===== config.mk =====
export PLATFORM = sky130hd
export DESIGN_NAME = load_align
export DESIGN_NICKNAME = d
export VERILOG_FILES = /design/src/design/rv32i_types_pkg.sv /design/src/design/load_align.sv
export SDC_FILE = /design/constraint.sdc
export NUM_CORES = 1
export LEC_CHECK = 0
export ABC_CLOCK_PERIOD_IN_PS = 3800
export BUFFER_PORTS_ARGS = -buffer_cell sky130_fd_sc_hd__buf_2
export CAP_MARGIN = 25
export CELL_PAD_IN_SITES_DETAIL_PLACEMENT = 0
export CELL_PAD_IN_SITES_GLOBAL_PLACEMENT = 1
export CORE_MARGIN = 5
export CORE_UTILIZATION = 28
export DETAILED_ROUTE_END_ITERATION = 6
export GPL_ROUTABILITY_DRIVEN = 0
export PLACE_DENSITY_LB_ADDON = 0.12
export REMOVE_ABC_BUFFERS = 1
export SYNTH_ARGS = -nofsm -noshare
export SYNTH_HDL_FRONTEND = slang
export SYNTH_SLANG_ARGS = --single-unit

===== constraint.sdc =====
create_clock -name vclk -period 3.8
set_clock_uncertainty 0.15 [all_clocks]
set_input_delay 0.19 -clock vclk [all_inputs]
set_output_delay 0.19 -clock vclk [all_outputs]
set_load 0.1 [all_outputs]

===== src/design/rv32i_types_pkg.sv =====
/* rv32i types package.
   Shared widths and enums for the load/store unit and its APB data RAM. */
package rv32i_types_pkg;

  // data and address width of the core.
  localparam int XLEN = 32;

  // one APB write strobe per byte lane.
  localparam int STRB_W = XLEN / 8;

  // major opcodes accepted by the unit; anything else is illegal.
  typedef enum logic [6:0] {
    OP_LOAD  = 7'b0000011,
    OP_STORE = 7'b0100011
  } opcode_t;

  // access widths follow funct3, stores use only LB, LH and LW.
  typedef enum logic [2:0] {
    LB      = 3'b000,
    LH      = 3'b001,
    LW      = 3'b010,
    LBU     = 3'b100,
    LHU     = 3'b101,
    NO_LOAD = 3'b111
  } load_t;

  typedef enum logic [1:0] {
    MEM_NONE  = 2'b00,
    MEM_LOAD  = 2'b01,
    MEM_STORE = 2'b10
  } mem_op_t;

  typedef enum logic [1:0] {
    IDLE   = 2'b00,
    SETUP  = 2'b01,
    ACCESS = 2'b10,
    FINISH = 2'b11
  } lsu_state_t;

  typedef enum logic [1:0] {
    ST_OK         = 2'b00,
    ST_MISALIGNED = 2'b01,
    ST_BUS_ERROR  = 2'b10,
    ST_ILLEGAL    = 2'b11
  } lsu_status_t;

endpackage


===== src/design/load_align.sv =====
/* load result stage.
   Moves the addressed byte or halfword down and extends it to full width. */
`timescale 1ns/1ps

module load_align
  import rv32i_types_pkg::*;
(
  input  logic [XLEN-1:0] read_word,
  input  logic [1:0]      offset,
  input  load_t           width,
  input  mem_op_t         mem_op,
  input  lsu_status_t     status,
  output logic [XLEN-1:0] load_data
);

  logic [XLEN-1:0] shifted;
  logic [XLEN-1:0] extended;

  // the addressed lane ends up in the low bits.
  assign shifted = read_word >> {offset, 3'b000};

  always_comb begin
    case (width)
      LB:      extended = {{(XLEN-8){shifted[7]}}, shifted[7:0]};
      LH:      extended = {{(XLEN-16){shifted[15]}}, shifted[15:0]};
      LBU:     extended = {{(XLEN-8){1'b0}}, shifted[7:0]};
      LHU:     extended = {{(XLEN-16){1'b0}}, shifted[15:0]};
      LW:      extended = read_word;
      default: extended = '0;
    endcase
  end

  // only a load that finished cleanly returns data.
  assign load_data = (mem_op == MEM_LOAD && status == ST_OK) ? extended : '0;

endmodule


==> results of run 1 <==
-- layer usage --
metal  GRT usage, %  routed length, µm  up-vias
met1           18.0               1500      570
met4          0.761                  0        0
li1               -                  -      627
met2           28.6               1670       42
met5              0                  0        -
met3           1.69                264        0
-- report_power, final --
group | total, W | switching [W] | leakage, nW | internal [W]
Sequential | 0 | 0 | 0 | 0
Combinational | 0.000127 | 0.0000797 | 0.588 | 0.0000470
Clock | 0 | 0 | 0 | 0
-- area by class of cell --
class / instances / area [µm²]
Timing Repair Buffer: 75 / 400
Tap cell: 44 / 55.1
Fill cell: 356 / 1810
Inverter: 1 / 3.75
Multi-Input combinational cell: 117 / 813
-- layout by cell type, fill, tap and decap left out --
master	instances
mux2i_2	1
nor2_1	7
mux2_4	1
o2bb2ai_1	7
a32o_1	1
buf_16	1
inv_1	1
nand2_1	25
a32oi_1	7
nand2b_1	1
nor3_4	1
a21oi_2	10
a21oi_1	15
a211oi_2	1
or3_1	1
buf_2	73
o21ai_0	1
o311ai_4	1
nand3_1	1
xor2_1	1
mux2i_1	8
a211o_1	9
buf_4	1
nor4b_1	1
nor2b_1	9
and2_1	1
a22oi_1	7
-- through the flow --
| stage | total power [W] | instances | worst slack, ns | utilization [%] | hold slack [ns] |
|---|---|---|---|---|---|
| floorplan | 0.0000737 | 118 | 0.484 | - | 0.568 |
| global placement | 0.000124 | 236 | 1.17 | 40.4 | 0.722 |
| detailed placement | 0.000128 | 237 | 1.14 | 41.3 | 0.725 |
| CTS | 0.000128 | 237 | 1.13 | 41.3 | 0.729 |
| global route | 0.000138 | 237 | 0.986 | 41.3 | 0.747 |
| finish | 0.000127 | 237 | 1.19 | 41.3 | 0.721 |
-- how the worst max path moves through the flow --
stage | from | to | cells after the start
after floorplan | width[1] | load_data[10] | 4
after global placement | mem_op[1] | load_data[8] | 5
after detailed placement | offset[1] | load_data[18] | 5
after CTS | offset[1] | load_data[16] | 5
after global routing | offset[1] | load_data[16] | 5
final | offset[1] | load_data[18] | 5
-- worst max-delay path, stage by stage --
cell      delay [ns]
buf_2           0.45
mux2_4          0.37
o311ai_4        0.78
a21oi_1         0.13
buf_2           0.34
-- logic make-up after synthesis --
logic type,Yosys count
AO/OA/AOI/OAI,59
AND/OR/NAND/NOR,47
buffers and inverters,17
multiplexers,10
XOR/XNOR,1
==> flow_metrics.tcl, run 1 <==
set metrics [dict create \
    cts_hold_buf 0 \
    synth-xor-area-share_pct 0.970 \
    yosysMostFrequentCell "nand2_1" \
    numPortBuffers 73 \
    tns_ns 0 \
    seq_cell_count 0 \
    pin_count 73 \
    cp.arrival_ns 2.27 \
    design_area_um2 1270 \
    drv_slew 0 \
    grt_pass1_vias 1232 \
    crit_path_end_kind "primary output" \
    period_needed_ns 2.61 \
    leakagePower_nw 0.588 \
    die_h_um 66.8 \
    critPathLaunchType "input pin" \
    antenna_found_initial 0 \
    hold_depth 4 \
    synthCells 134 \
    grt_util_all_layers_pct 14.8 \
    peakVddDrop_mv 0.0349 \
    rsz0062_at_grt "no" \
    ys_warn_count 0 \
    seq_area_um2 0 \
    synth_area_leader_cell "nand2_1" \
    nClkBuffers 0 \
    setup_viol 0 \
    synth_area_um2 903 \
    hp-class "in -> out" \
    synthTopCellsByArea "nand2_1, a21oi_2, mux2i_1" \
    wl_mm 3.43 \
    synth_fa_ha_area_share_pct 0 \
    num_vias 1239 \
    finalHoldViolCount 0 \
    synthMuxAreaShare_pct 12.0 \
    synth_top_area_share_pct 10.4 \
    ys_seq_area_share_pct 0 \
    fmax_mhz 383 \
    grt_overflow 0 \
    holdPathEnd "load_data[7]" \
    hold_start "read_word[7]" \
    antenna_cells 0 \
    ys_top_cells_by_count "nand2_1, a21oi_1, a21oi_2" \
    synth.distinct_cells 28 \
    first_iter_violations 73 \
    grt_pass1_wl_mm 5.38 \
    power.density_nw_per_um2 99.6 \
    initial_utilization_pct 29.3 \
    core_region_area_um2 3080 \
    post_cts_buffers 0 \
    layout.nets 236 \
    drc 0 \
    die_area_um2 4460 \
    post_dp_cell_area_um2 1270 \
    wl_per_cell_um 14.5 \
    rows 20 \
    timing.slew.headroom_pct 36.0 \
    hpwl_mm 2.62 \
    path_class "in -> out" \
    tightest_slew_ns 0.958 \
    status "complete, no violations" \
    cts-resized-gates 0 \
    critPathMaxFanout 25 \
    layout-drive-gt1-share_pct 46.6 \
    via_per_inst 5.23 \
    cp.required_ns 3.46 \
    die_x_um 66.8 \
    syn_to_final_growth_pct 40.9 \
    detail-route-antenna-nets 0 \
    synth_top_family_by_area "compound AO/OA/AOI/OAI gates" \
    fin_crit_sh_pct 68.7 \
    max_cap_viol_count 0 \
    drt_pass1_iterations 4 \
    synth_compound_area_share_pct 52.1 \
    yosys.area_share.simple_pct 24.2 \
    grt_max_degree 30 \
    synth_area_per_cell_um2 6.74 \
]
Power figures use the tool's default switching activity.
==> run 2, diff against run 1 <==
ABC_CLOCK_PERIOD_IN_PS = 2700   (was 3800)
CORE_UTILIZATION = 26   (was 28)
clock period = 2.7 ns   (was 3.8 ns; I/O delays follow)
==> run 2 against run 1 <==
Net effect: hold slack worse by 0.17 ns; via count grew 0.89%; combinational power up 48%; critical path depth stayed put; wire length grew 4.8%; sequential share of layout area did not move; clock-buffer cell count is the same; worst setup slack got worse by 0.65 ns; power grew 48%; utilization increased by 3.1 points.
==> flow_metrics.tcl, run 2 (synthesis results as in run 1) <==
set metrics [dict create \
    detail-route-antenna-nets 0 \
    first_iter_violations 75 \
    drv_slew 0 \
    placed_cells 243 \
    use_met1_pct 19.1 \
    period_needed_ns 2.16 \
    top_usage_layer "met2" \
    leakagePower_nw 0.635 \
    post_cts_buffers 0 \
    numPortBuffers 73 \
    layout_commonest_cell "buf_2" \
    hold_depth 4 \
    power.density_nw_per_um2 126 \
    design_area_um2 1500 \
    cp.required_ns 2.41 \
    antenna_cells 0 \
    cp.arrival_ns 1.88 \
    holdPathEnd "load_data[7]" \
    num_vias 1250 \
    die_area_um2 4750 \
    hpwl_mm 2.74 \
    via_per_inst 5.14 \
    die_h_um 68.9 \
    hold_ws_ns 0.554 \
    wl_per_cell_um 14.8 \
    tightest_slew_ns 0.968 \
    grtUsageMet3_pct 1.62 \
    finish.utilization_pct 44.5 \
    setup_viol 0 \
    grt_max_degree 32 \
    critPathLaunchType "input pin" \
    final_cell_mix "buf_2, nand2_1, a21oi_1, buf_12, a21oi_2" \
    status "complete, no violations" \
    peakVddDrop_mv 0.0685 \
    grt_use_met2_pct 28.0 \
    syn_to_final_growth_pct 65.5 \
    drc 0 \
    initial_utilization_pct 26.9 \
    path_class "in -> out" \
    max_cap_viol_count 0 \
    cts_hold_buf 0 \
    seq_area_um2 0 \
    cts-resized-gates 0 \
    hp-class "in -> out" \
    pin_count 73 \
    finalHoldViolCount 0 \
    rsz0062_at_grt "no" \
    timing.slew.headroom_pct 35.3 \
    fin_crit_sh_pct 80.1 \
    layout.nets 240 \
    grt_util_all_layers_pct 15.0 \
    wl_mm 3.60 \
    post_dp_cell_area_um2 1500 \
    hold_start "read_word[7]" \
    drt_pass1_iterations 4 \
    final_cells 243 \
    pre_cts_ws_ns 0.513 \
    grt_pass1_wl_mm 5.76 \
    grt_pass1_vias 1250 \
    nClkBuffers 0 \
    core_region_area_um2 3360 \
    antenna_found_initial 0 \
    rows 21 \
    layout_setup_ws_ns 0.536 \
    seq_cell_count 0 \
    layout-drive-gt1-share_pct 47.7 \
    die_x_um 68.9 \
    fmax_mhz 462 \
    grt_overflow 0 \
    critPathMaxFanout 17 \
    crit_path_end_kind "primary output" \
]
## run 2: area by class of cell
cell class / instances / area (µm²)
Timing Repair Buffer: 79 / 621
Inverter: 1 / 3.75
Fill cell: 378 / 1870
Multi-Input combinational cell: 117 / 813
Tap cell: 46 / 57.6
## run 2: routing by layer
metal  share of wire [%]  vias to the layer above
li1                    -                      630
met1                  43                      575
met2                  50                       45
met3                 7.3                        0
met4                   0                        0
met5                   0                        -
## run 2: critical path: stages
cell and delay (ns):
buf_2 0.13, mux2_4 0.33, o311ai_4 0.79, a21oi_1 0.15, buf_2 0.34
## run 2: power breakdown
| group | internal (W) | switching (W) | total [W] |
|---|---|---|---|
| logic | 0.0000741 | 0.000114 | 0.000188 |
| registers | 0 | 0 | 0 |
| clock network | 0 | 0 | 0 |
| total | 0.0000741 | 0.000114 | 0.000188 |
## run 2: stage by stage
| stage | setup TNS, ns | power, W |
|---|---|---|
| after floorplan | -7.70 | 0.000104 |
| after CTS | 0 | 0.000189 |
| after detailed placement | 0 | 0.000189 |
| final | 0 | 0.000188 |
| after global routing | 0 | 0.000206 |
| after global placement | 0 | 0.000185 |
## run 2: how the worst max path moves through the flow
stage,from,end,depth (start not counted)
after floorplan,width[1],load_data[10],4
after global placement,offset[0],load_data[9],7
after detailed placement,offset[1],load_data[15],5
after CTS,offset[1],load_data[15],5
after global routing,offset[1],load_data[15],5
final,offset[1],load_data[15],5
