## src/design/rv32i_types_pkg.sv

```systemverilog
/* rv32i types package.
   Shared widths and enums for the load/store unit and its APB data RAM. */
package rv32i_types_pkg;

  // data and address width of the core.
  localparam int XLEN = 32;

  // one APB write strobe per byte lane.
  localparam int STRB_W = XLEN / 8;

  // major opcodes accepted by the unit; anything else is illegal.
  typedef enum logic [6:0] {
    OP_LOAD  = 7'b0000011,
    OP_STORE = 7'b0100011
  } opcode_t;

  // access widths follow funct3, stores use only LB, LH and LW.
  typedef enum logic [2:0] {
    LB      = 3'b000,
    LH      = 3'b001,
    LW      = 3'b010,
    LBU     = 3'b100,
    LHU     = 3'b101,
    NO_LOAD = 3'b111
  } load_t;

  typedef enum logic [1:0] {
    MEM_NONE  = 2'b00,
    MEM_LOAD  = 2'b01,
    MEM_STORE = 2'b10
  } mem_op_t;

  typedef enum logic [1:0] {
    IDLE   = 2'b00,
    SETUP  = 2'b01,
    ACCESS = 2'b10,
    FINISH = 2'b11
  } lsu_state_t;

  typedef enum logic [1:0] {
    ST_OK         = 2'b00,
    ST_MISALIGNED = 2'b01,
    ST_BUS_ERROR  = 2'b10,
    ST_ILLEGAL    = 2'b11
  } lsu_status_t;

endpackage

```

## src/design/agu.sv

```systemverilog
/* address generation unit.
   Forms the effective address, the byte lanes and the misalignment flag. */
`timescale 1ns/1ps

module agu
  import rv32i_types_pkg::*;
(
  input  logic [XLEN-1:0]   port_a,
  input  logic [XLEN-1:0]   port_b,
  input  load_t             load_type,
  output logic [STRB_W-1:0] byte_en_standard,
  output logic [XLEN-1:0]   address,
  output logic              mal_addr
);

  logic [1:0] byte_offset;

  // base plus offset, wrapping like the integer adder.
  assign address     = port_a + port_b;
  assign byte_offset = address[1:0];

  // lane enables for the access, in little endian byte order.
  always_comb begin
    case (load_type)
      LB, LBU: byte_en_standard = 4'b0001 << byte_offset;
      LH, LHU: begin
        case (byte_offset)
          2'b00:   byte_en_standard = 4'b0011;
          2'b10:   byte_en_standard = 4'b1100;
          // an odd halfword has no legal lane pair.
          default: byte_en_standard = 4'b0000;
        endcase
      end
      LW:      byte_en_standard = 4'b1111;
      default: byte_en_standard = 4'b0000;
    endcase
  end

  // halfwords must sit on even addresses, words on multiples of four.
  // bytes can never be misaligned.
  always_comb begin
    case (load_type)
      LH, LHU: mal_addr = byte_offset[0];
      LW:      mal_addr = (byte_offset != 2'b00);
      default: mal_addr = 1'b0;
    endcase
  end

endmodule

```

## config.mk

```make
export PLATFORM = sky130hd
export DESIGN_NAME = agu
export DESIGN_NICKNAME = d
export VERILOG_FILES = /design/src/design/rv32i_types_pkg.sv /design/src/design/agu.sv
export SDC_FILE = /design/constraint.sdc
export NUM_CORES = 1
export LEC_CHECK = 0
export BUFFER_PORTS_ARGS = -buffer_cell sky130_fd_sc_hd__buf_2
export CAP_MARGIN = 0
export CORE_AREA = 2 2 68 70
export DETAILED_ROUTE_END_ITERATION = 12
export DIE_AREA = 0 0 70 72
export GPL_TIMING_DRIVEN = 0
export PLACE_DENSITY = 0.91
export SLEW_MARGIN = 20
export SYNTH_ARGS = -nofsm -noshare
export SYNTH_HDL_FRONTEND = slang
export SYNTH_SLANG_ARGS = --single-unit
```

## constraint.sdc

```tcl
create_clock -name vclk -period 2.2
set_clock_uncertainty 0.1 [all_clocks]
set_input_delay 0.11 -clock vclk [all_inputs]
set_output_delay 0.11 -clock vclk [all_outputs]
set_load 0.01 [all_outputs]
```

==> results.cfg, run 1 <==
[die]
dieArea_um2 = 5040
coreArea_um2 = 4264
num_rows = 24
io_pins = 104
start_util = 0.4261
die_w_um = 70
fp.dieH_um = 72

[final_layout]
area_growth_pct = 60.12
drive_above_1_share = 0.5134
antenna_cells = 0
final_cell_mix = 101 x buf_2, 21 x xnor2_1, 19 x nand2_1, 17 x a21oi_1
final_area_um2 = 2909
clock_buffers = 0
fill_cells = 347
final_common_cell = buf_2
multi_input_area_um2 = 2074
numSequentialCells = 0
seq_area_um2 = 0
final_nets = 473
final_util = 0.6822

[timing]
fmax_mhz = 404.3
slew_viol_final = 0
setup_ws_ns = -0.2732
report.final.hold_viol_count = 0
relSlewSlack = 0.6494
setup_violations = 11
period_minus_slack_ns = 2.473
worstMarginPinSlew_ns = 0.5218
rsz0062_at_grt = yes
final.period_utilization = 1.124

[global_route]
grt_max_degree = 9
grt_pass1_vias = 2284
grt_pass1_wl_mm = 9.791
grt_antenna_before_repair = 0
grt-ovfl-total = 0
grt_usage = 0.2244

[worst_setup_path]
cp_cell_sequence = buf_6 -> ha_4 -> inv_2 -> fa_2 -> nor2b_2 -> o2111a_2 -> buf_6 -> o31ai_4 -> and2_4 -> o21a_4 -> o31ai_4 -> xor2_1 -> buf_2
critPathTopFamily = compound AO/OA/AOI/OAI gates
cp.required_ns = 1.99
slowest_delay_ns = 0.36
critPathBufInv = 4
crit_type = input port to primary output
crit_arrival_ns = 2.26
cp-end-kind = primary output
cp-start-kind = input port
crit_path_top_delay_cell = fa_2
crit_fanout = 3

[route]
drc_errors = 0
antenna_left = 0
initialDrtViolationCount = 95
first_pass_iters = 4
vias = 2430
viasPerCell = 5.731
wl_mm = 6.240
wl_per_cell_um = 14.72

[yosys]
netlist_instances = 255
ys_seq_area_frac = 0
syn-num-nets = 354
synth_warnings = 0
synth.distinct_cells = 48
synth_area_um2 = 1817
synth_area_per_cell_um2 = 7.124

[outcome]
outcome = finished with violations
violations = setup timing

[placed_design]
gp_congestion = 0.8802
io_buffers = 104
pre_cts_ws_ns = -0.3560
hpwl_mm = 4.549
dpl_cell_area_um2 = 2405

[run]
drv_cap = 0

[power_and_ir_drop]
p_leak_nw = 1.358
ir_worst_vdd_uv = 180.4
p_per_area_nw_per_um2 = 350.8

[min_path]
hp-class = input port to primary output
-- power breakdown --
group | internal (W) | switching [W] | leakage (nW)
logic | 0.000484 | 0.000537 | 1.36
registers | 0 | 0 | 0
clock network | 0 | 0 | 0
-- cells in the mapped netlist (all sizes together) (2+ instances only) --
cell | instances | area (um^2)
or2 | 2 | 12.51
a31oi | 3 | 18.77
o31ai | 9 | 67.56
nor3 | 6 | 30.03
o21bai | 4 | 30.03
clkbuf | 3 | 15.01
a21o | 14 | 105.1
a21oi | 27 | 135.1
nand4 | 9 | 71.32
xnor2 | 22 | 192.7
inv | 12 | 45.04
nor2 | 19 | 73.82
buf | 7 | 47.54
o21ai | 17 | 88.84
o21a | 3 | 22.52
o221ai | 2 | 17.52
or3 | 4 | 30.03
a211oi | 5 | 42.54
a31o | 2 | 17.52
nand2b | 3 | 18.77
xor2 | 9 | 78.83
nand2 | 21 | 81.33
nand3 | 5 | 25.02
nor2b | 2 | 12.51
ha | 31 | 387.9
nor4 | 2 | 12.51
-- cells by family after synthesis --
group / count (synthesis) / synth area share
AND/OR/NAND/NOR: 76 / 0.2225
buffers and inverters: 22 / 0.05922
adder cells (fa/ha/maj): 32 / 0.2245
XOR/XNOR: 31 / 0.1494
multiplexers: 1 / 0.005510
AO/OA/AOI/OAI: 93 / 0.3389
-- worst paths after layout --
check,start,end,slack [ns],depth (start not counted)
setup / recovery,port_b[0],address[20],-0.27,13
hold / removal,load_type[1],byte_en_standard[1],0.46,3
-- final cells by class --
type	count	share of cell area
multi-input combinational	233	0.7131
timing repair buffer	119	0.2275
buffer	8	0.02151
inverter	12	0.01548
tap	52	0.02237
-- per-layer routing --
metal,wire length [um],track usage
met1,2420,0.2695
met2,3347,0.4476
met3,351,0.008333
met4,121,0.03846
met5,0,0
-- stage by stage --
step                std cells  TNS [ns]  hold slack (ns)  total power [W]
CTS                       418   -0.7106           0.4588        0.0009273
finish                    424    -1.363           0.4611         0.001021
global placement          411    -2.487           0.4374        0.0008082
detailed placement        411    -2.672           0.4578        0.0008266
floorplan                 255         0           0.1974        0.0005475
global route              424    -2.948           0.4821         0.001108
-- what timing repair did --
action,4_1_cts,5_1_grt
buffers inserted,8,7
hold buffers,0,0
resized for setup,48,32
pin swaps,19,28
setup endpoints to repair,17,16
(Power assumes the default switching activity.)
==> inputs of run 2 (changes only) <==
- ABC_AREA: not set -> 1
- CORE_AREA: 2 2 68 70 -> 2 2 77 79
- DIE_AREA: 0 0 70 72 -> 0 0 79 81
- PLACE_DENSITY: 0.91 -> 0.89
==> run 2 against run 1 <==
Net effect: the run now ends clean; first-iteration DRC count rose by 86%; hold slack got worse by 0.029 ns; non-clock buffer count down 23; combinational power decreased by 9.9%; total power down 9.9%; maximum frequency increased by 19%; critical path depth unchanged; largest power group unchanged.
==> results.cfg, run 2 <==
[outcome]
outcome = finished, final reports clean

[final_layout]
seq_area_um2 = 0
drive_above_1_share = 0.2115
clock_buffers = 0
antenna_cells = 0
numSequentialCells = 0
area_growth_pct = 24.46
final_util = 0.5507
final_cell_mix = 224 x nand2_1, 120 x inv_1, 104 x buf_2, 38 x nor2_1, 31 x ha_1
final_common_cell = nand2_1
final_nets = 725

[route]
drt-met1-wl_mm = 3.464
wl_per_cell_um = 10.94
initialDrtViolationCount = 177
antenna_left = 0
dr_wl_met2_mm = 3.681
first_pass_iters = 5
vias = 3384
drc_errors = 0
viasPerCell = 4.841
wl_met3_um = 488
wl_mm = 7.648
highest_layer = met4

[yosys]
synth_warnings = 0
yosys-top-cells-area = nand2_1 33%, inv_1 18%, ha_1 15%
ys_seq_area_frac = 0
synth_area_um2 = 2511
synthTopCellsByCount = 224 x nand2_1, 120 x inv_1, 38 x nor2_1
synth.distinct_cells = 25
netlist_instances = 520
synth_top_area_cell = nand2_1
synth_top_area_frac = 0.3348
syn-num-nets = 619
synth_area_per_cell_um2 = 4.829
synth_most_common_cell = nand2_1

[cts]
cts_hold_buf = 0
post_cts_resized = 0
post_cts_buffers = 0

[placed_design]
io_buffers = 104
hpwl_mm = 6.856
gp_congestion = 0.9468

[die]
die_w_um = 79
num_rows = 28
coreArea_um2 = 5675
io_pins = 104
dieArea_um2 = 6399
start_util = 0.4425
fp.dieH_um = 81

[power_and_ir_drop]
p_per_area_nw_per_um2 = 294.1
ir_worst_vdd_uv = 120.0
p_leak_nw = 2.206

[timing]
relSlewSlack = 0.8075
report.final.hold_viol_count = 0
setup_violations = 0
fin_hold_ws_ns = 0.4325
fmax_mhz = 481.3
period_minus_slack_ns = 2.078
rsz0062_at_grt = no
setup_tns_ns = 0
worstMarginPinSlew_ns = 0.2888
final.period_utilization = 0.9445
slew_viol_final = 0

[worst_setup_path]
cp.required_ns = 1.99
crit_type = input port to primary output
cp-start-kind = input port
cp-end-kind = primary output
crit_arrival_ns = 1.87
crit_fanout = 3

[run]
drv_cap = 0

[global_route]
grt-ovfl-total = 0
grt_max_degree = 8
grt_pass1_wl_mm = 12.19
grt_usage = 0.2267
grt_pass1_vias = 2937
grt_antenna_before_repair = 0

[min_path]
hp-class = input port to primary output
-- run 2: worst paths after layout --
kind                     start                  end  slack [ns]  depth (start not counted)
setup / recovery     port_a[0]          address[16]        0.12                         13
hold / removal    load_type[1]  byte_en_standard[2]        0.43                          3
-- run 2: final cells by class --
| type | count | area, um^2 |
|---|---|---|
| inverter | 122 | 457.9 |
| fill | 624 | 2550 |
| tap | 75 | 93.84 |
| multi-input combinational | 398 | 2053 |
| timing repair buffer | 104 | 520.5 |
-- run 2: per-stage QoR --
stage | worst slack (ns) | std cells | total power, W | cell area [um^2]
after floorplan | 0.5894 | 520 | 0.0005986 | 2511
after global placement | 0.2143 | 699 | 0.0008915 | 3126
after detailed placement | 0.1719 | 699 | 0.0009099 | 3126
after CTS | 0.1630 | 699 | 0.0009142 | 3126
after global routing | 0.00005240 | 699 | 0.001031 | 3126
final | 0.1222 | 699 | 0.0009193 | 3126
-- run 2: kinds of logic after synthesis --
kind of cell	count (synthesis)	share of synthesized area
xor+xnor	15	0.05232
fa+ha+maj	32	0.1624
compound gates	30	0.06876
buf+inv	122	0.1824
simple gates	321	0.5341
-- run 2: worst max-delay path: stages --
cell and delay, ns:
buf_2 0.08, ha_1 0.19, inv_1 0.08, fa_1 0.41
inv_1 0.12, nand3_1 0.09, nand3_1 0.15, nand2_1 0.10
a21oi_1 0.20, nor2_1 0.08, nand2_1 0.06, nand2_1 0.07
buf_2 0.14
-- run 2: power breakdown --
part	total [W]	switching, W	internal (W)
clock network	0	0	0
logic	0.000919	0.000564	0.000355
registers	0	0	0
-- run 2: metal layers --
metal  GRT usage  up-vias
met5           0        -
met2      0.4339      120
li1            -     1766
met3     0.01111        2
met4     0.01034        0
met1      0.2946     1496
