==> src/design/rv32i_types_pkg.sv <==
/* rv32i types package.
   Shared widths and enums for the load/store unit and its APB data RAM. */
package rv32i_types_pkg;

  // data and address width of the core.
  localparam int XLEN = 32;

  // one APB write strobe per byte lane.
  localparam int STRB_W = XLEN / 8;

  // major opcodes accepted by the unit; anything else is illegal.
  typedef enum logic [6:0] {
    OP_LOAD  = 7'b0000011,
    OP_STORE = 7'b0100011
  } opcode_t;

  // access widths follow funct3, stores use only LB, LH and LW.
  typedef enum logic [2:0] {
    LB      = 3'b000,
    LH      = 3'b001,
    LW      = 3'b010,
    LBU     = 3'b100,
    LHU     = 3'b101,
    NO_LOAD = 3'b111
  } load_t;

  typedef enum logic [1:0] {
    MEM_NONE  = 2'b00,
    MEM_LOAD  = 2'b01,
    MEM_STORE = 2'b10
  } mem_op_t;

  typedef enum logic [1:0] {
    IDLE   = 2'b00,
    SETUP  = 2'b01,
    ACCESS = 2'b10,
    FINISH = 2'b11
  } lsu_state_t;

  typedef enum logic [1:0] {
    ST_OK         = 2'b00,
    ST_MISALIGNED = 2'b01,
    ST_BUS_ERROR  = 2'b10,
    ST_ILLEGAL    = 2'b11
  } lsu_status_t;

endpackage

==> src/design/lsu_decode.sv <==
/* memory instruction decoder.
   Splits an RV32I word into operation, access width and immediate offset. */
`timescale 1ns/1ps

module lsu_decode
  import rv32i_types_pkg::*;
(
  input  logic [XLEN-1:0] instr,
  output mem_op_t         mem_op,
  output load_t           width,
  output logic [XLEN-1:0] imm
);

  logic [6:0] opcode;
  logic [2:0] funct3;

  assign opcode = instr[6:0];
  assign funct3 = instr[14:12];

  always_comb begin
    mem_op = MEM_NONE;
    width  = NO_LOAD;
    imm    = '0;
    if (opcode == OP_LOAD) begin
      // loads use the I-type immediate in the top twelve bits.
      imm = {{(XLEN-12){instr[31]}}, instr[31:20]};
      // funct3 codes 3, 6 and 7 have no load behind them.
      case (funct3)
        3'b000, 3'b001, 3'b010, 3'b100, 3'b101: begin
          mem_op = MEM_LOAD;
          width  = load_t'(funct3);
        end
        default: mem_op = MEM_NONE;
      endcase
    end else if (opcode == OP_STORE) begin
      // stores split the immediate around the rs2 field.
      imm = {{(XLEN-12){instr[31]}}, instr[31:25], instr[11:7]};
      // only byte, halfword and word stores exist.
      if (funct3 <= 3'b010) begin
        mem_op = MEM_STORE;
        width  = load_t'(funct3);
      end
    end
  end

endmodule

==> config.mk <==
export PLATFORM = sky130hd
export DESIGN_NAME = lsu_decode
export DESIGN_NICKNAME = d
export VERILOG_FILES = /design/src/design/rv32i_types_pkg.sv /design/src/design/lsu_decode.sv
export SDC_FILE = /design/constraint.sdc
export NUM_CORES = 1
export LEC_CHECK = 0
export BUFFER_PORTS_ARGS = -buffer_cell sky130_fd_sc_hd__buf_2
export CAP_MARGIN = 20
export CORE_MARGIN = 8
export CORE_UTILIZATION = 25
export DETAILED_ROUTE_END_ITERATION = 12
export GPL_TIMING_DRIVEN = 0
export PLACE_DENSITY = 0.79
export SETUP_SLACK_MARGIN = 0.05
export SYNTH_ARGS = -nofsm -noshare
export SYNTH_HDL_FRONTEND = slang
export SYNTH_SLANG_ARGS = --single-unit
==> constraint.sdc <==
create_clock -name vclk -period 4.3
set_input_delay 0.43 -clock vclk [all_inputs]
set_output_delay 0.43 -clock vclk [all_outputs]
set_load 0.03 [all_outputs]
==> summary.md, run 1 <==
| Metric | Value |
|---|---|
| DRT iter0 DRCs | 1 |
| Seq_cells | 0 |
| CORE AREA | 1506 um2 |
| Leakage power | 0.0005208 uW |
| Hold Path Class | input pin to output port |
| Synthesized area per cell | 6.715 um2 |
| Starting density of the core | 0.2674 |
| Post-DP HPWL | 1393 um |
| Setup_tns | 0 ns |
| Commonest non-fill, non-tap cells in the layout | buf_2 (65), buf_4 (20), nor3_1 (11) |
| Proportion of layout cells with a drive suffix above 1 | 0.7258 |
| First-pass GRT wire length | 2553 um |
| Yosys top cell by area | buf_4 |
| Total number of vias | 605 |
| Maximum vdd drop | 0.02607 mV |
| Worst hold path depth | 4 |
| Startpoint types | input pin |
| Residual DRC | 0 |
| Period Utilization, post-route | 0.5565 |
| Post-CTS setup buffers | 0 |
| Sequential area share after synthesis | 0 |
| Syn_nets | 92 |
| Register Area | 0 um2 |
| Routed met3 length | 143 um |
| Final hold vios | 0 |
| RSZ-0062 raised after global routing | no |
| Die Y | 56.15 um |
| Most common cell after layout, fill and taps aside | buf_2 |
| Worst-path fanout max | 18 |
| Cell area after layout | 754.5 um2 |
| Unique masters post-synth | 15 |
| Sw Ratio | 0.4926 |
| Ys Warns | 0 |
| Vias in the first global route | 596 |
| Min cycle time layout | 2.393 ns |
| Gr ovfl total | 0 |
| Synth top area cells | buf_4 (37%), nor3_1 (15%), mux2i_1 (12%) |
| # Max-Cap Violations | 0 |
| Cell row count | 14 |
| Nets@finish | 158 |
| CTS resizes | 0 |
| Comb pwr share | 1.000 |
| Die W | 56.15 um |
| Final setup vio count | 0 |
| Layout clock buffers | 0 |
| CTS Hold Bufs | 0 |
| Vias per std cell | 4.321 |
| WL met2 | 813 um |
| Slew Viols, Final | 0 |
| Status | finished, final reports clean |
| Largest net degree at the start of global routing | 22 |
| Switching Power | 16.74 uW |
| Uppermost routed layer | met3 |
| Synthesized area | 402.9 um2 |
| Cells after Synth | 60 |
| WP data required | 3.87 ns |
| Int Pwr | 17.24 uW |
| Setup Crit Path Kind | input pin to output port |
| Routed WL | 1586 um |
| Drt pass-1 iters | 2 |
| Placer Congestion | 0.6828 |
| Flop pwr share | 0 |
| Clock power share | 0 |
| Post-synth top area share | 0.3727 |
| Relative max-transition margin | 0.7150 |
| Hold endpoint | imm[5] |
| CP Data Arrival Time | 1.96 ns |
| Fmax | 417.9 MHz |
| Antenna violations before repair | 0 |
| Least-Margin Pin Slew | 0.4275 ns |
| Area Overhead vs Synth | 87.27% |
| Ant diodes | 0 |
| Worst Hold Launch | instr[25] |
| Antenna Nets Post-Route | 0 |
| Post-placement cell area | 743.2 um2 |
| Power Density | 45.05 nW/um2 |
| Die ar. | 3152 um2 |
| CP endpoint kind | output port |
| Wire length per cell | 11.33 um |
| IO buf count | 63 |
| All-Layer GR Usage | 0.08938 |
| Wire length on met1 | 628 um |
| # IOs | 69 |
## layout make-up
| class | count | area [um2] |
|---|---|---|
| plain buffers | 25 | 178.9 |
| fillers | 165 | 752.0 |
| well taps | 16 | 20.02 |
| inverters | 8 | 30.03 |
| multi-input cells | 27 | 198.9 |
| repair buffers | 64 | 326.6 |
## Yosys cell counts, drive strengths merged
| library cell | instances |
|---|---|
| or4b | 1 |
| or2 | 1 |
| nand4bb | 1 |
| mux2i | 5 |
| a21oi | 1 |
| or3b | 1 |
| o21ai | 2 |
| inv | 8 |
| buf | 23 |
| nor3 | 12 |
| clkbuf | 2 |
| nor4b | 2 |
| a2111o | 1 |
## power by group through the flow
| stage | sequential (uW) | clock [uW] | combinational [uW] |
|---|---|---|---|
| floorplan | 0 | 0 | 18.4 |
| global placement | 0 | 0 | 32.9 |
| detailed placement | 0 | 0 | 34.2 |
| CTS | 0 | 0 | 34.3 |
| global route | 0 | 0 | 37.7 |
| finish | 0 | 0 | 34.0 |
## worst max-delay path, cell delays in order
cell and delay, ns:
buf_2 0.09, or2_1 0.23, buf_6 0.14, clkbuf_1 0.21, nor3_2 0.34, buf_6 0.21
buf_4 0.12, buf_2 0.19
## cells by family (layout without fill, tap and decap cells)
| kind of cell | count (synthesis) | after routing | share of synthesized area |
|---|---|---|---|
| buffers and inverters | 33 | 97 | 0.5186 |
| AOI/OAI and AO/OA | 4 | 4 | 0.06520 |
| and+or+nand+nor | 18 | 18 | 0.2919 |
| muxes | 5 | 5 | 0.1242 |
## layer usage
metal	global-route usage	vias to the layer above
met4	0	0
met3	0.03196	0
met2	0.1775	34
met1	0.09010	262
li1	-	309
met5	0	-
## how the worst max path moves through the flow
stage / start / to / slack [ns]
2_1_floorplan: instr[3] / imm[12] / 0.80
3_3_place_gp: instr[3] / imm[24] / 0.98
3_5_place_dp: instr[3] / imm[26] / 1.43
4_1_cts: instr[3] / imm[26] / 1.43
5_1_grt: instr[3] / imm[19] / 1.77
6_report: instr[3] / imm[26] / 1.91
## through the flow
stage	total power, uW	hold slack [ns]	util	setup WS (ns)	cells
final	33.99	1.201	0.5008	1.907	140
after global routing	37.68	1.220	0.5008	1.773	140
after detailed placement	34.24	1.200	0.4934	1.429	139
after floorplan	18.44	1.013	-	0.8043	60
after global placement	32.87	1.197	0.4900	0.9798	139
after CTS	34.31	1.201	0.4934	1.430	139
Power figures use the tool's default switching activity.
==> run 2, diff against run 1 <==
- PLACE_DENSITY: 0.79 -> 0.82
- clock period: 4.3 -> 2.13 ns (I/O delays scaled with it)
==> run 2 against run 1 <==
Global-route usage rose by 1.4 points. Highest routed layer is now met4. Cell count is 0.71% higher. Die area is the same. Largest power group unchanged. Wire length grew 15%. Combinational power grew 110%.
==> summary.md, run 2 (synthesis results as in run 1) <==
| Metric | Value |
|---|---|
| Die ar. | 3152 um2 |
| Worst-path fanout max | 11 |
| Antenna Nets Post-Route | 0 |
| Area of the multi-input gates | 221.5 um2 |
| Post-DP HPWL | 1536 um |
| CORE AREA | 1506 um2 |
| Largest net degree at the start of global routing | 12 |
| Leakage power | 0.0005346 uW |
| Relative max-transition margin | 0.6142 |
| Total number of vias | 599 |
| DRT iter0 DRCs | 10 |
| Crit path cell chain | buf_2, or2_1, buf_6, clkbuf_1, nor3_4, buf_4, buf_2 |
| # Max-Cap Violations | 0 |
| Setup Crit Path Kind | input pin to output port |
| # fillers | 158 |
| Ant diodes | 0 |
| Starting density of the core | 0.2674 |
| CP max-delay cell | nor3_4 |
| CP Data Arrival Time | 1.75 ns |
| Cell row count | 14 |
| Routed WL | 1818 um |
| CP endpoint kind | output port |
| Period Utilization, post-route | 0.9229 |
| CTS Hold Bufs | 0 |
| Residual DRC | 0 |
| Startpoint types | input pin |
| Power Density | 91.78 nW/um2 |
| Die W | 56.15 um |
| All-Layer GR Usage | 0.1029 |
| Fmax | 508.7 MHz |
| Min cycle time layout | 1.966 ns |
| Final setup vio count | 0 |
| Post-Layout Cell Count | 141 |
| Nets@finish | 159 |
| First-pass GRT wire length | 2815 um |
| Most common cell after layout, fill and taps aside | buf_2 |
| WP data required | 1.92 ns |
| Layout clock buffers | 0 |
| WL met2 | 1095 um |
| # IOs | 69 |
| Vias in the first global route | 592 |
| IO buf count | 63 |
| CP Launch Point | instr[3] |
| Register Area | 0 um2 |
| RSZ-0062 raised after global routing | yes |
| Area Overhead vs Synth | 95.03% |
| Commonest non-fill, non-tap cells in the layout | buf_2 (65), buf_4 (20), nor3_1 (11) |
| Wire length on met1 | 572 um |
| Drt pass-1 iters | 4 |
| Die Y | 56.15 um |
| Final hold vios | 0 |
| Uppermost routed layer | met4 |
| Gr ovfl total | 0 |
| Placer Congestion | 0.6682 |
| Seq_cells | 0 |
| Buf+Inv Stages, Crit Path | 5 |
| Antenna violations before repair | 0 |
| Maximum vdd drop | 0.04723 mV |
| Layout Utilization | 0.5216 |
| Most frequent CP cell | buf_2 |
| Slew Viols, Final | 0 |
| Cell family with most CP delay | buffers and inverters |
| Least-Margin Pin Slew | 0.5787 ns |
| DP Cell Count | 139 |
| Status | finished, final reports clean |
| Vias per std cell | 4.248 |
| Hold Path Class | input pin to output port |
| Worst Hold Launch | instr[28] |
| Total power | 72.12 uW |
| Routed met3 length | 130 um |
| Critical path's largest stage delay | 0.46 ns |
| Wire length per cell | 12.89 um |
| Proportion of layout cells with a drive suffix above 1 | 0.7280 |
-- run 2: changes by cell type in the layout (fill, tap and decap cells not counted), sizes merged --
cell,change
nor3,+1
-- run 2: area by class of cell --
class                      count  share of cell area
timing repair buffer          64              0.4268
multi-input combinational     28              0.2818
buffer                        25              0.2277
inverter                       8             0.03822
tap                           16             0.02548
-- run 2: report_power, final --
part / internal (uW) / switching [uW] / leakage (uW) / total, uW
combinational: 35.2 / 36.9 / 0.000535 / 72.1
clock: 0 / 0 / 0 / 0
sequential: 0 / 0 / 0 / 0
-- run 2: timing repair --
item                                    in CTS  in global routing
resized for setup                            1                  0
setup buffers                                0                  1
endpoints found under the setup margin      21                 11
pin swaps                                    1                  1
cloned                                       1                  0
-- run 2: through the flow --
step           hold slack [ns]  TNS [ns]  area, um2  setup WS (ns)
2_1_floorplan           0.5793         0      414.1         0.1725
3_3_place_gp            0.7697         0      749.5        0.04064
3_5_place_dp            0.7724   -0.5399      749.5       -0.03495
5_1_grt                 0.7869         0      785.8        0.04864
4_1_cts                 0.7738         0      765.7         0.1156
6_report                0.7742         0      785.8         0.1643
-- run 2: path summary, 6_finish.rpt --
kind	endpoint	slack [ns]	cells after the start
max	imm[30]	0.16	7
min	imm[8]	0.77	4
-- run 2: per-layer routing --
layer | vias up | global-route usage
met2 | 21 | 0.2266
met1 | 262 | 0.08872
met3 | 2 | 0.02511
li1 | 314 | -
met4 | 0 | 0.01031
met5 | - | 0
