<file path="src/design/rv32i_types_pkg.sv">
/* rv32i types package.
   Shared widths and enums for the load/store unit and its APB data RAM. */
package rv32i_types_pkg;

  // data and address width of the core.
  localparam int XLEN = 32;

  // one APB write strobe per byte lane.
  localparam int STRB_W = XLEN / 8;

  // major opcodes accepted by the unit; anything else is illegal.
  typedef enum logic [6:0] {
    OP_LOAD  = 7'b0000011,
    OP_STORE = 7'b0100011
  } opcode_t;

  // access widths follow funct3, stores use only LB, LH and LW.
  typedef enum logic [2:0] {
    LB      = 3'b000,
    LH      = 3'b001,
    LW      = 3'b010,
    LBU     = 3'b100,
    LHU     = 3'b101,
    NO_LOAD = 3'b111
  } load_t;

  typedef enum logic [1:0] {
    MEM_NONE  = 2'b00,
    MEM_LOAD  = 2'b01,
    MEM_STORE = 2'b10
  } mem_op_t;

  typedef enum logic [1:0] {
    IDLE   = 2'b00,
    SETUP  = 2'b01,
    ACCESS = 2'b10,
    FINISH = 2'b11
  } lsu_state_t;

  typedef enum logic [1:0] {
    ST_OK         = 2'b00,
    ST_MISALIGNED = 2'b01,
    ST_BUS_ERROR  = 2'b10,
    ST_ILLEGAL    = 2'b11
  } lsu_status_t;

endpackage

</file>
<file path="src/design/apb_if.sv">
/* APB bus between the load/store execute stage and the data RAM. */
`timescale 1ns/1ps

interface apb_if
  import rv32i_types_pkg::*;
();

  // request side, driven by the master.
  logic              psel;
  logic              penable;
  logic              pwrite;
  logic [XLEN-1:0]   paddr;
  logic [XLEN-1:0]   pwdata;
  logic [STRB_W-1:0] pstrb;

  // response side, driven by the slave.
  logic [XLEN-1:0]   prdata;
  logic              pready;
  logic              pslverr;

  modport master (
    output psel, penable, pwrite, paddr, pwdata, pstrb,
    input  prdata, pready, pslverr
  );

  modport slave (
    input  psel, penable, pwrite, paddr, pwdata, pstrb,
    output prdata, pready, pslverr
  );

endinterface

</file>
<file path="src/design/lsu_execute.sv">
/* load/store execute stage.
   Holds one request and runs the APB master phases for it. */
`timescale 1ns/1ps

module lsu_execute
  import rv32i_types_pkg::*;
(
  input  logic              clk,
  input  logic              reset,
  input  logic              valid,
  output logic              ready,
  input  mem_op_t           mem_op,
  input  load_t             width,
  input  logic [XLEN-1:0]   imm,
  input  logic [XLEN-1:0]   rs1_data,
  input  logic [XLEN-1:0]   rs2_data,
  output logic [XLEN-1:0]   agu_base,
  output logic [XLEN-1:0]   agu_offset,
  output load_t             agu_width,
  input  logic [XLEN-1:0]   address,
  input  logic [STRB_W-1:0] byte_en,
  input  logic              mal_addr,
  apb_if.master             apb,
  output logic [XLEN-1:0]   read_word,
  output logic [1:0]        offset,
  output mem_op_t           req_op,
  output logic              done,
  output lsu_status_t       status
);

  lsu_state_t      state;
  lsu_status_t     status_q;
  mem_op_t         op_q;
  load_t           width_q;
  logic [XLEN-1:0] base_q;
  logic [XLEN-1:0] imm_q;
  logic [XLEN-1:0] data_q;
  logic [XLEN-1:0] read_q;
  logic [XLEN-1:0] lane_data;
  logic            accept;

  assign ready  = (state == IDLE);
  assign accept = valid && ready;

  // while idle the agu looks at the incoming request, so the misalignment
  // check is ready on the accepting edge. later it sees the held request.
  assign agu_base   = ready ? rs1_data : base_q;
  assign agu_offset = ready ? imm : imm_q;
  assign agu_width  = ready ? width : width_q;

  // request payload is captured once, at acceptance.
  always_ff @(posedge clk) begin
    if (accept) begin
      op_q    <= mem_op;
      width_q <= width;
      base_q  <= rs1_data;
      imm_q   <= imm;
      data_q  <= rs2_data;
    end
    // read data is taken on the completing access cycle.
    if (state == ACCESS && apb.pready) begin
      read_q <= apb.prdata;
    end
  end

  // control FSM: illegal and misaligned requests skip the bus entirely.
  always_ff @(posedge clk) begin
    if (reset) begin
      state    <= IDLE;
      status_q <= ST_OK;
    end else begin
      case (state)
        IDLE: begin
          if (accept) begin
            if (mem_op == MEM_NONE) begin
              state    <= FINISH;
              status_q <= ST_ILLEGAL;
            end else if (mal_addr) begin
              state    <= FINISH;
              status_q <= ST_MISALIGNED;
            end else begin
              state    <= SETUP;
              status_q <= ST_OK;
            end
          end
        end
        SETUP:  state <= ACCESS;
        ACCESS: begin
          // the slave may stretch this phase, so wait for pready.
          if (apb.pready) begin
            state    <= FINISH;
            status_q <= apb.pslverr ? ST_BUS_ERROR : ST_OK;
          end
        end
        default: state <= IDLE;
      endcase
    end
  end

  // copy the store byte or halfword to every lane, then keep only the
  // lanes that the strobes select.
  always_comb begin
    logic [XLEN-1:0] rep;
    case (width_q)
      LB:      rep = {4{data_q[7:0]}};
      LH:      rep = {2{data_q[15:0]}};
      default: rep = data_q;
    endcase
    for (int i = 0; i < STRB_W; i++) begin
      lane_data[8*i +: 8] = byte_en[i] ? rep[8*i +: 8] : 8'h00;
    end
  end

  // master signals depend only on held state, so they stay stable in access.
  assign apb.psel    = (state == SETUP) || (state == ACCESS);
  assign apb.penable = (state == ACCESS);
  assign apb.pwrite  = (op_q == MEM_STORE);
  assign apb.paddr   = {address[XLEN-1:2], 2'b00};
  assign apb.pwdata  = lane_data;
  // reads carry no strobes.
  assign apb.pstrb   = apb.pwrite ? byte_en : '0;

  assign read_word = read_q;
  assign offset    = address[1:0];
  assign req_op    = op_q;
  assign done      = (state == FINISH);
  assign status    = status_q;

endmodule

</file>
<file path="src/flat_wrapper.sv">
// flat-port wrapper written by rule: the top's interface ports become plain ports
module lsu_execute_flat import rv32i_types_pkg::*;
  (clk, reset, valid, ready, mem_op, width, imm, rs1_data, rs2_data, agu_base, agu_offset, agu_width, address, byte_en, mal_addr, read_word, offset, req_op, done, status, apb_psel, apb_penable, apb_pwrite, apb_paddr, apb_pwdata, apb_pstrb, apb_prdata, apb_pready, apb_pslverr);
  apb_if apb_i ();
  input  logic clk;
  input  logic reset;
  input  logic valid;
  output logic ready;
  input  mem_op_t mem_op;
  input  load_t width;
  input  logic [XLEN-1:0] imm;
  input  logic [XLEN-1:0] rs1_data;
  input  logic [XLEN-1:0] rs2_data;
  output logic [XLEN-1:0] agu_base;
  output logic [XLEN-1:0] agu_offset;
  output load_t agu_width;
  input  logic [XLEN-1:0] address;
  input  logic [STRB_W-1:0] byte_en;
  input  logic mal_addr;
  output logic [XLEN-1:0] read_word;
  output logic [1:0] offset;
  output mem_op_t req_op;
  output logic done;
  output lsu_status_t status;
  output wire logic [$bits(apb_i.psel)-1:0] apb_psel;
  output wire logic [$bits(apb_i.penable)-1:0] apb_penable;
  output wire logic [$bits(apb_i.pwrite)-1:0] apb_pwrite;
  output wire logic [$bits(apb_i.paddr)-1:0] apb_paddr;
  output wire logic [$bits(apb_i.pwdata)-1:0] apb_pwdata;
  output wire logic [$bits(apb_i.pstrb)-1:0] apb_pstrb;
  input wire logic [$bits(apb_i.prdata)-1:0] apb_prdata;
  input wire logic [$bits(apb_i.pready)-1:0] apb_pready;
  input wire logic [$bits(apb_i.pslverr)-1:0] apb_pslverr;
  assign apb_psel = apb_i.psel;
  assign apb_penable = apb_i.penable;
  assign apb_pwrite = apb_i.pwrite;
  assign apb_paddr = apb_i.paddr;
  assign apb_pwdata = apb_i.pwdata;
  assign apb_pstrb = apb_i.pstrb;
  assign apb_i.prdata = apb_prdata;
  assign apb_i.pready = apb_pready;
  assign apb_i.pslverr = apb_pslverr;
  lsu_execute u_core (.clk(clk), .reset(reset), .valid(valid), .ready(ready), .mem_op(mem_op), .width(width), .imm(imm), .rs1_data(rs1_data), .rs2_data(rs2_data), .agu_base(agu_base), .agu_offset(agu_offset), .agu_width(agu_width), .address(address), .byte_en(byte_en), .mal_addr(mal_addr), .apb(apb_i), .read_word(read_word), .offset(offset), .req_op(req_op), .done(done), .status(status));
endmodule
</file>
<file path="config.mk">
export PLATFORM = sky130hd
export DESIGN_NAME = lsu_execute_flat
export DESIGN_NICKNAME = d
export VERILOG_FILES = /design/src/design/rv32i_types_pkg.sv /design/src/design/apb_if.sv /design/src/design/lsu_execute.sv /design/src/flat_wrapper.sv
export SDC_FILE = /design/constraint.sdc
export NUM_CORES = 1
export LEC_CHECK = 0
export ABC_AREA = 1
export BUFFER_PORTS_ARGS = -buffer_cell sky130_fd_sc_hd__buf_2
export CORE_AREA = 2 2 136 138
export CTS_BUF_LIST = sky130_fd_sc_hd__clkbuf_4
export DETAILED_ROUTE_END_ITERATION = 10
export DIE_AREA = 0 0 138 140
export PLACE_DENSITY = 0.71
export SYNTH_ARGS = -nofsm -noshare
export SYNTH_HDL_FRONTEND = slang
export SYNTH_SLANG_ARGS = --single-unit
</file>
<file path="constraint.sdc">
create_clock -name clk -period 3.6 [get_ports clk]
set_input_delay 0 -clock clk [delete_from_list [all_inputs] [get_ports clk]]
set_output_delay 0 -clock clk [all_outputs]
set_load 0.01 [all_outputs]
</file>
==> out/summary.txt, run 1 <==
Crit end category = flop
Largest area contributor in the netlist = edfxtp_1
Clk pin slew, worst setup/hold paths = 110 ps
Crit Path Class = flop to flop
VDD IR max = 0.4337 mV
Final period util = 0.7535
Initial Util = 0.3289
Flop pwr share = 0.387
Top cells by area, synth = edfxtp_1 68%, nand2_1 14%, buf_4 5.1%
Dpl cell area = 0.007248 mm²
H-Tree Depth = 4
Mean Syn Cell Area = 11.05 µm²
First-pass GRT wire length = 28.05 mm
Crit-path cells = inv_1 -> ha_2 -> buf_4 -> nand2_1 -> nand2_1 -> dlygate4sd3_1 -> inv_1 -> nand2_1 -> nand2_1 -> a21oi_1 -> dlygate4sd3_1
Final setup margin = 887.5 ps
Area occupied by multi-input gates = 0.001291 mm²
Slowest-stage cell, CP = dlygate4sd3_1
Largest net degree at the start of global routing = 44
Top-area cell type share of the netlist area = 0.6831
Wire per inst = 15.83 µm
Slew margin rel. = 0.1333
Kind of cell adding the most delay to the critical path = buffers and inverters
Crit Reg-Reg Endpoint = u_core.status[0]$_SDFFE_PP0P_
Setup TNS Final = 0 ps
Max incr delay on CP = 580 ps
Hold WS = 0.004475 ps
Count leader, synth = nand2_1
HPWL after DPL = 12.55 mm
Worst Path Arrival = 3170 ps
Outcome = complete, no violations
Clock power frac = 0.169
Overflow after GRT = 0
Final Setup Violations = 0
CTS sink cnt = 137
Clk_skew = 22.37 ps
Switching share of power = 0.4023
Final Non-Filler Cells = 1171
Pre-CTS WS = 1452 ps
Via count = 5184
Slew Viols, Final = 0
Tot GR Track Use = 0.1862
Hold endpoint = apb_paddr[21]
Worst Tran Pin Value = 1299 ps
RR Startpoint = u_core.state[0]$_SDFFE_PP0P_
Number of global-route vias before repair = 5388
Placed insts = 998
Number of max-cap violations = 0
TritonCTS Buffers = 17
Synth unique cells = 20
# DRC = 0
Sequential-to-total area share from yosys stat = 0.6968
Nets@finish = 1106
Post-CTS Hold Buffers = 139
Crit path top cell by count = nand2_1
Hold path depth = 0
Pwr/cell area = 669.7 mW/mm²
Synth async-reset ratio = 0
Buffers on Ports = 286
Yosys reg bits = 137
Root Driver = clkbuf_4
Fin. Hold Viols = 0
Pre-antenna DRT Iters = 5
Hold_sp = address[21]
Clk_lat worst skew = 520 ps
Crit path depth = 11
Req. time, crit path = 4050 ps
Nature of the critical path startpoint = flop
Cells after synthesis = 529
Fmax = 0.3687 GHz
R2R cell count = 11
Average vias per placed instance = 4.427
Crit path max fanout = 38
GP Congestion = 0.8160
Die Height = 140 µm
Synth top cells by count = 222 x nand2_1, 133 x edfxtp_1, 40 x buf_4, 39 x nor2_1, 29 x inv_1
Area Growth Syn to Fin = 52.56%
Design Area, Final = 0.008920 mm²
Worst Hold Class = input pin to primary output
Sequential cell area = 0.004074 mm²
Synth Cell Area = 0.005847 mm²
Synth warn = 0
Main synth FF type = edfxtp_1
Critical path buffers and inverters = 5
Post-synth EDFFs = 133
Initial antenna violation count = 2
Die Wd = 138 µm
Number of routed nets with antenna violations = 0
CORE AREA = 0.01778 mm²
Post-CTS Setup Inserts = 0
Logic pwr share = 0.444
Die area = 0.01932 mm²
Fin crit period = 2713 ps
# fillers = 1565
I/O pin count = 353
Post_cts resized = 0
Starting DRT DRC Count = 368
Internal power = 3.571 mW
Layout cells sized above 1 = 0.3479
Core Util, Final = 0.5017
CTS tree = built
Row cnt = 49
FF-to-FF setup slack = 890 ps
Static Leak = 4.196 nW
Clock buffer depth = 2
Final wirelength = 18.53 mm
Overall Power = 5.974 mW
RSZ-0062 raised after global routing = false
P_sw = 2.403 mW
layer usage:
layer	track usage	vias to the layer above	routed length, µm
li1	-	2505	-
met1	0.1950	2396	6799
met2	0.3359	203	9652
met3	0.04376	80	1040
met4	0.1203	0	1038
met5	0	-	0
placed cells by master (no fill, tap or decap), drive strengths merged:
master | netlist | routed
nor2 | 40 | 40
o21ai | 27 | 27
conb | 1 | 2
o31ai | 1 | 1
a21oi | 3 | 3
nand3 | 2 | 2
nand2 | 224 | 224
inv | 30 | 32
edfxtp | 133 | 133
clkinvlp | 0 | 4
o22ai | 8 | 8
ha | 4 | 4
dfxtp | 4 | 4
diode | 0 | 2
clkinv | 0 | 4
buf | 49 | 291
bufinv | 0 | 2
clkbuf | 3 | 20
dlygate4sd3 | 0 | 139
worst max path at each step:
| stage | slack, ps | start | end |
|---|---|---|---|
| 2_1_floorplan | 380 | u_core.state[0]$_SDFFE_PP0P_ | u_core.base_q[0]$_DFFE_PP_ |
| 3_3_place_gp | 1540 | u_core.state[0]$_SDFFE_PP0P_ | agu_base[25] |
| 3_5_place_dp | 1450 | u_core.state[1]$_SDFFE_PP0P_ | u_core.read_word[0]$_DFFE_PP_ |
| 4_1_cts | 880 | u_core.state[0]$_SDFFE_PP0P_ | agu_width[2] |
| 5_1_grt | 640 | u_core.state[1]$_SDFFE_PP0P_ | agu_base[5] |
| 6_report | 890 | u_core.state[0]$_SDFFE_PP0P_ | u_core.status[0]$_SDFFE_PP0P_ |
logic make-up (layout without fill, tap and decap cells):
kind of cell | count (synthesis) | in the layout | share of synthesized area
AND/OR/NAND/NOR | 266 | 266 | 0.1750
AO/OA/AOI/OAI | 39 | 39 | 0.03552
other | 1 | 4 | 0.0006414
flip-flops | 137 | 137 | 0.6968
buffers and inverters | 82 | 492 | 0.08346
adder cells (fa/ha/maj) | 4 | 4 | 0.008560
power by group through the flow:
stage / Combinational, mW / Clock (mW) / Sequential (mW)
finish: 2.65 / 1.01 / 2.31
detailed placement: 2.52 / 0 / 2.35
floorplan: 1.55 / 0 / 2.37
global route: 2.95 / 1.10 / 2.34
CTS: 2.66 / 1.03 / 2.31
global placement: 2.50 / 0 / 2.33
registers in the layout (all words and copies together), names as in the netlist:
register	flops
u_core.base_q	32
u_core.data_q	32
u_core.imm_q	32
u_core.read_word	32
u_core.req_op	2
u_core.state	2
u_core.status	2
u_core.width_q	3
final cells by class:
cell class,instances,share of cell area
Tap cell,229,0.03212
Inverter,30,0.01290
Clock buffer,20,0.01683
Timing Repair Buffer,430,0.3221
Antenna cell,2,0.0005611
Clock inverter,12,0.01403
Sequential cell,137,0.4567
Multi-Input combinational cell,311,0.1448
worst reg2reg max path, stage by stage (launching register included):
cell,delay (ps)
dfxtp_1,360
inv_1,90
ha_2,190
buf_4,350
nand2_1,100
nand2_1,70
dlygate4sd3_1,580
inv_1,80
nand2_1,110
nand2_1,70
a21oi_1,110
dlygate4sd3_1,550
No activity file was read; power rests on OpenSTA's default activity.
==> run 2, diff against run 1 <==
==> constraint.sdc (replaced) <==
create_clock -name clk -period 2.8 [get_ports clk]
set_input_delay 0 -clock clk [delete_from_list [all_inputs] [get_ports clk]]
set_output_delay 0 -clock clk [all_outputs]
set_load 0.01 [all_outputs]
==> out/summary.txt, run 2 (synthesized netlist as in run 1, its figures left out) <==
Outcome = complete, no violations (unchanged)
Final Setup Violations = 0 (unchanged)
RSZ-0062 raised after global routing = false (unchanged)
Die Wd = 138 µm (unchanged)
Clk pin slew, worst setup/hold paths = 120 ps (was 110 ps)
Flop pwr share = 0.369 (was 0.387)
Dpl cell area = 0.007257 mm² (was 0.007248 mm²)
CTS sink cnt = 137 (unchanged)
Clock buffer depth = 2 (unchanged)
Die area = 0.01932 mm² (unchanged)
Fmax = 0.3793 GHz (was 0.3687 GHz)
Root Driver = clkbuf_4 (unchanged)
Clk_skew = 11.51 ps (was 22.37 ps)
Pre-antenna DRT Iters = 4 (was 5)
HPWL after DPL = 11.70 mm (was 12.55 mm)
Starting DRT DRC Count = 265 (was 368)
Req. time, crit path = 3280 ps (was 4050 ps)
Final Non-Filler Cells = 1172 (was 1171)
VDD IR max = 0.5127 mV (was 0.4337 mV)
Critical path startpoint = u_core.state[0]$_SDFFE_PP0P_ (unchanged)
Nets@finish = 1107 (was 1106)
Design Area, Final = 0.009025 mm² (was 0.008920 mm²)
TritonCTS Buffers = 17 (unchanged)
CTS tree = built (unchanged)
Final period util = 0.9416 (was 0.7535)
Die Height = 140 µm (unchanged)
Crit Path Class = flop to flop (unchanged)
First-pass GRT wire length = 27.17 mm (was 28.05 mm)
Logic pwr share = 0.428 (was 0.444)
Area Growth Syn to Fin = 54.35% (was 52.56%)
Post-CTS Setup Inserts = 0 (unchanged)
Average vias per placed instance = 4.400 (was 4.427)
P_sw = 3.137 mW (was 2.403 mW)
Fin. Hold Viols = 0 (unchanged)
Row cnt = 49 (unchanged)
Buffers on Ports = 286 (unchanged)
FF-to-FF setup slack = 160 ps (was 890 ps)
Slew Viols, Final = 0 (unchanged)
RR Startpoint = u_core.state[0]$_SDFFE_PP0P_ (unchanged)
Commonest non-fill, non-tap cell in the layout = buf_2 (unchanged)
Clk_lat worst skew = 540 ps (was 520 ps)
Switching share of power = 0.3910 (was 0.4023)
Pwr/cell area = 889.0 mW/mm² (was 669.7 mW/mm²)
Crit Reg-Reg Endpoint = u_core.status[0]$_SDFFE_PP0P_ (unchanged)
Number of global-route vias before repair = 5258 (was 5388)
Worst Tran Pin Value = 686.9 ps (was 1299 ps)
Slew margin rel. = 0.5414 (was 0.1333)
Most frequent cells in the layout = 286 x buf_2, 222 x nand2_1, 139 x dlygate4sd3_1 (unchanged)
Internal power = 4.887 mW (was 3.571 mW)
Setup TNS Final = 0 ps (unchanged)
Crit end category = flop (unchanged)
CORE AREA = 0.01778 mm² (unchanged)
Tot GR Track Use = 0.1787 (was 0.1862)
Worst Path Arrival = 3120 ps (was 3170 ps)
# DRC = 0 (unchanged)
Fin crit period = 2636 ps (was 2713 ps)
Worst Hold Class = input pin to primary output (unchanged)
H-Tree Depth = 4 (unchanged)
Final wirelength = 17.85 mm (was 18.53 mm)
Wire per inst = 15.23 µm (was 15.83 µm)
Clock power frac = 0.203 (was 0.169)
Placed insts = 999 (was 998)
Crit path to = u_core.status[0]$_SDFFE_PP0P_ (unchanged)
Nature of the critical path startpoint = flop (unchanged)
Largest net degree at the start of global routing = 103 (was 44)
Static Leak = 4.247 nW (was 4.196 nW)
Overflow after GRT = 0 (unchanged)
Crit path max fanout = 28 (was 38)
Initial antenna violation count = 3 (was 2)
Layout cells sized above 1 = 0.3496 (was 0.3479)
I/O pin count = 353 (unchanged)
Number of routed nets with antenna violations = 0 (unchanged)
Number of max-cap violations = 0 (unchanged)
Via count = 5157 (was 5184)
R2R cell count = 11 (unchanged)
GP Congestion = 0.7873 (was 0.8160)
Initial Util = 0.3289 (unchanged)
## run 2: cell types whose count changed in the layout (fill, tap and decap cells not counted), sizes merged
| cell | delta |
|---|---|
| clkinvlp | -2 |
| clkbuf | -3 |
| buf | +1 |
| clkinv | -2 |
| bufinv | +3 |
| inv | +4 |
## run 2: worst min path at each step
stage,slack [ps],to,cells past startpoint,start
after floorplan,70,u_core.state[0]$_SDFFE_PP0P_,1,reset
after global placement,0.07,apb_paddr[7],0,address[7]
after detailed placement,0.07,apb_paddr[7],0,address[7]
after CTS,0.07,apb_paddr[7],0,address[7]
after global routing,0.01,apb_paddr[2],0,address[2]
final,0.004,apb_paddr[13],0,address[13]
## run 2: what timing repair did
item                                    4_1_cts  5_1_grt
hold buffers                                139        0
endpoints found under the setup margin        0        1
hold endpoints to repair                    137        0
gates resized for setup                       0        2
## run 2: final cells by class
class | instances | area, µm²
clock buffer | 17 | 127.6
fill | 1579 | 8755
sequential | 137 | 4074
tap | 229 | 286.5
multi-input combinational | 311 | 1291
clock inverter | 15 | 236.5
timing repair buffer | 431 | 2888
inverter | 30 | 116.4
antenna | 2 | 5.005
## run 2: power groups by stage
stage,clock (mW),sequential (mW),combinational (mW)
detailed placement,0,3.01,3.23
global placement,0,2.99,3.21
floorplan,0,3.03,2.00
finish,1.63,2.96,3.43
CTS,1.68,2.96,3.41
global route,1.74,3.00,3.80
## run 2: critical path, stage by stage (launching register included)
cell	delay (ps)
dfxtp_1	360
inv_1	90
ha_2	230
buf_8	210
nand2_1	90
nand2_1	70
dlygate4sd3_1	580
inv_1	80
nand2_1	110
nand2_1	70
a21oi_1	130
dlygate4sd3_1	560
## run 2: layer usage
layer,track usage,wire [µm],vias to the layer above
met3,0.05060,1208,64
met2,0.3257,9382,241
met4,0.09398,697,2
met5,0,13,-
met1,0.1875,6546,2341
li1,-,-,2509
## run 2: stage by stage
stage | hold WS (ps) | power, mW | util | worst slack [ps]
after global placement | 0.06862 | 6.197 | 0.4082 | 1041
after floorplan | 69.07 | 5.025 | - | 20.51
after global routing | 0.01305 | 8.548 | 0.5076 | 6.508
after detailed placement | 0.06862 | 6.237 | 0.4082 | 1001
final | 0.003919 | 8.023 | 0.5076 | 163.6
after CTS | 0.06862 | 8.047 | 0.5069 | 133.3
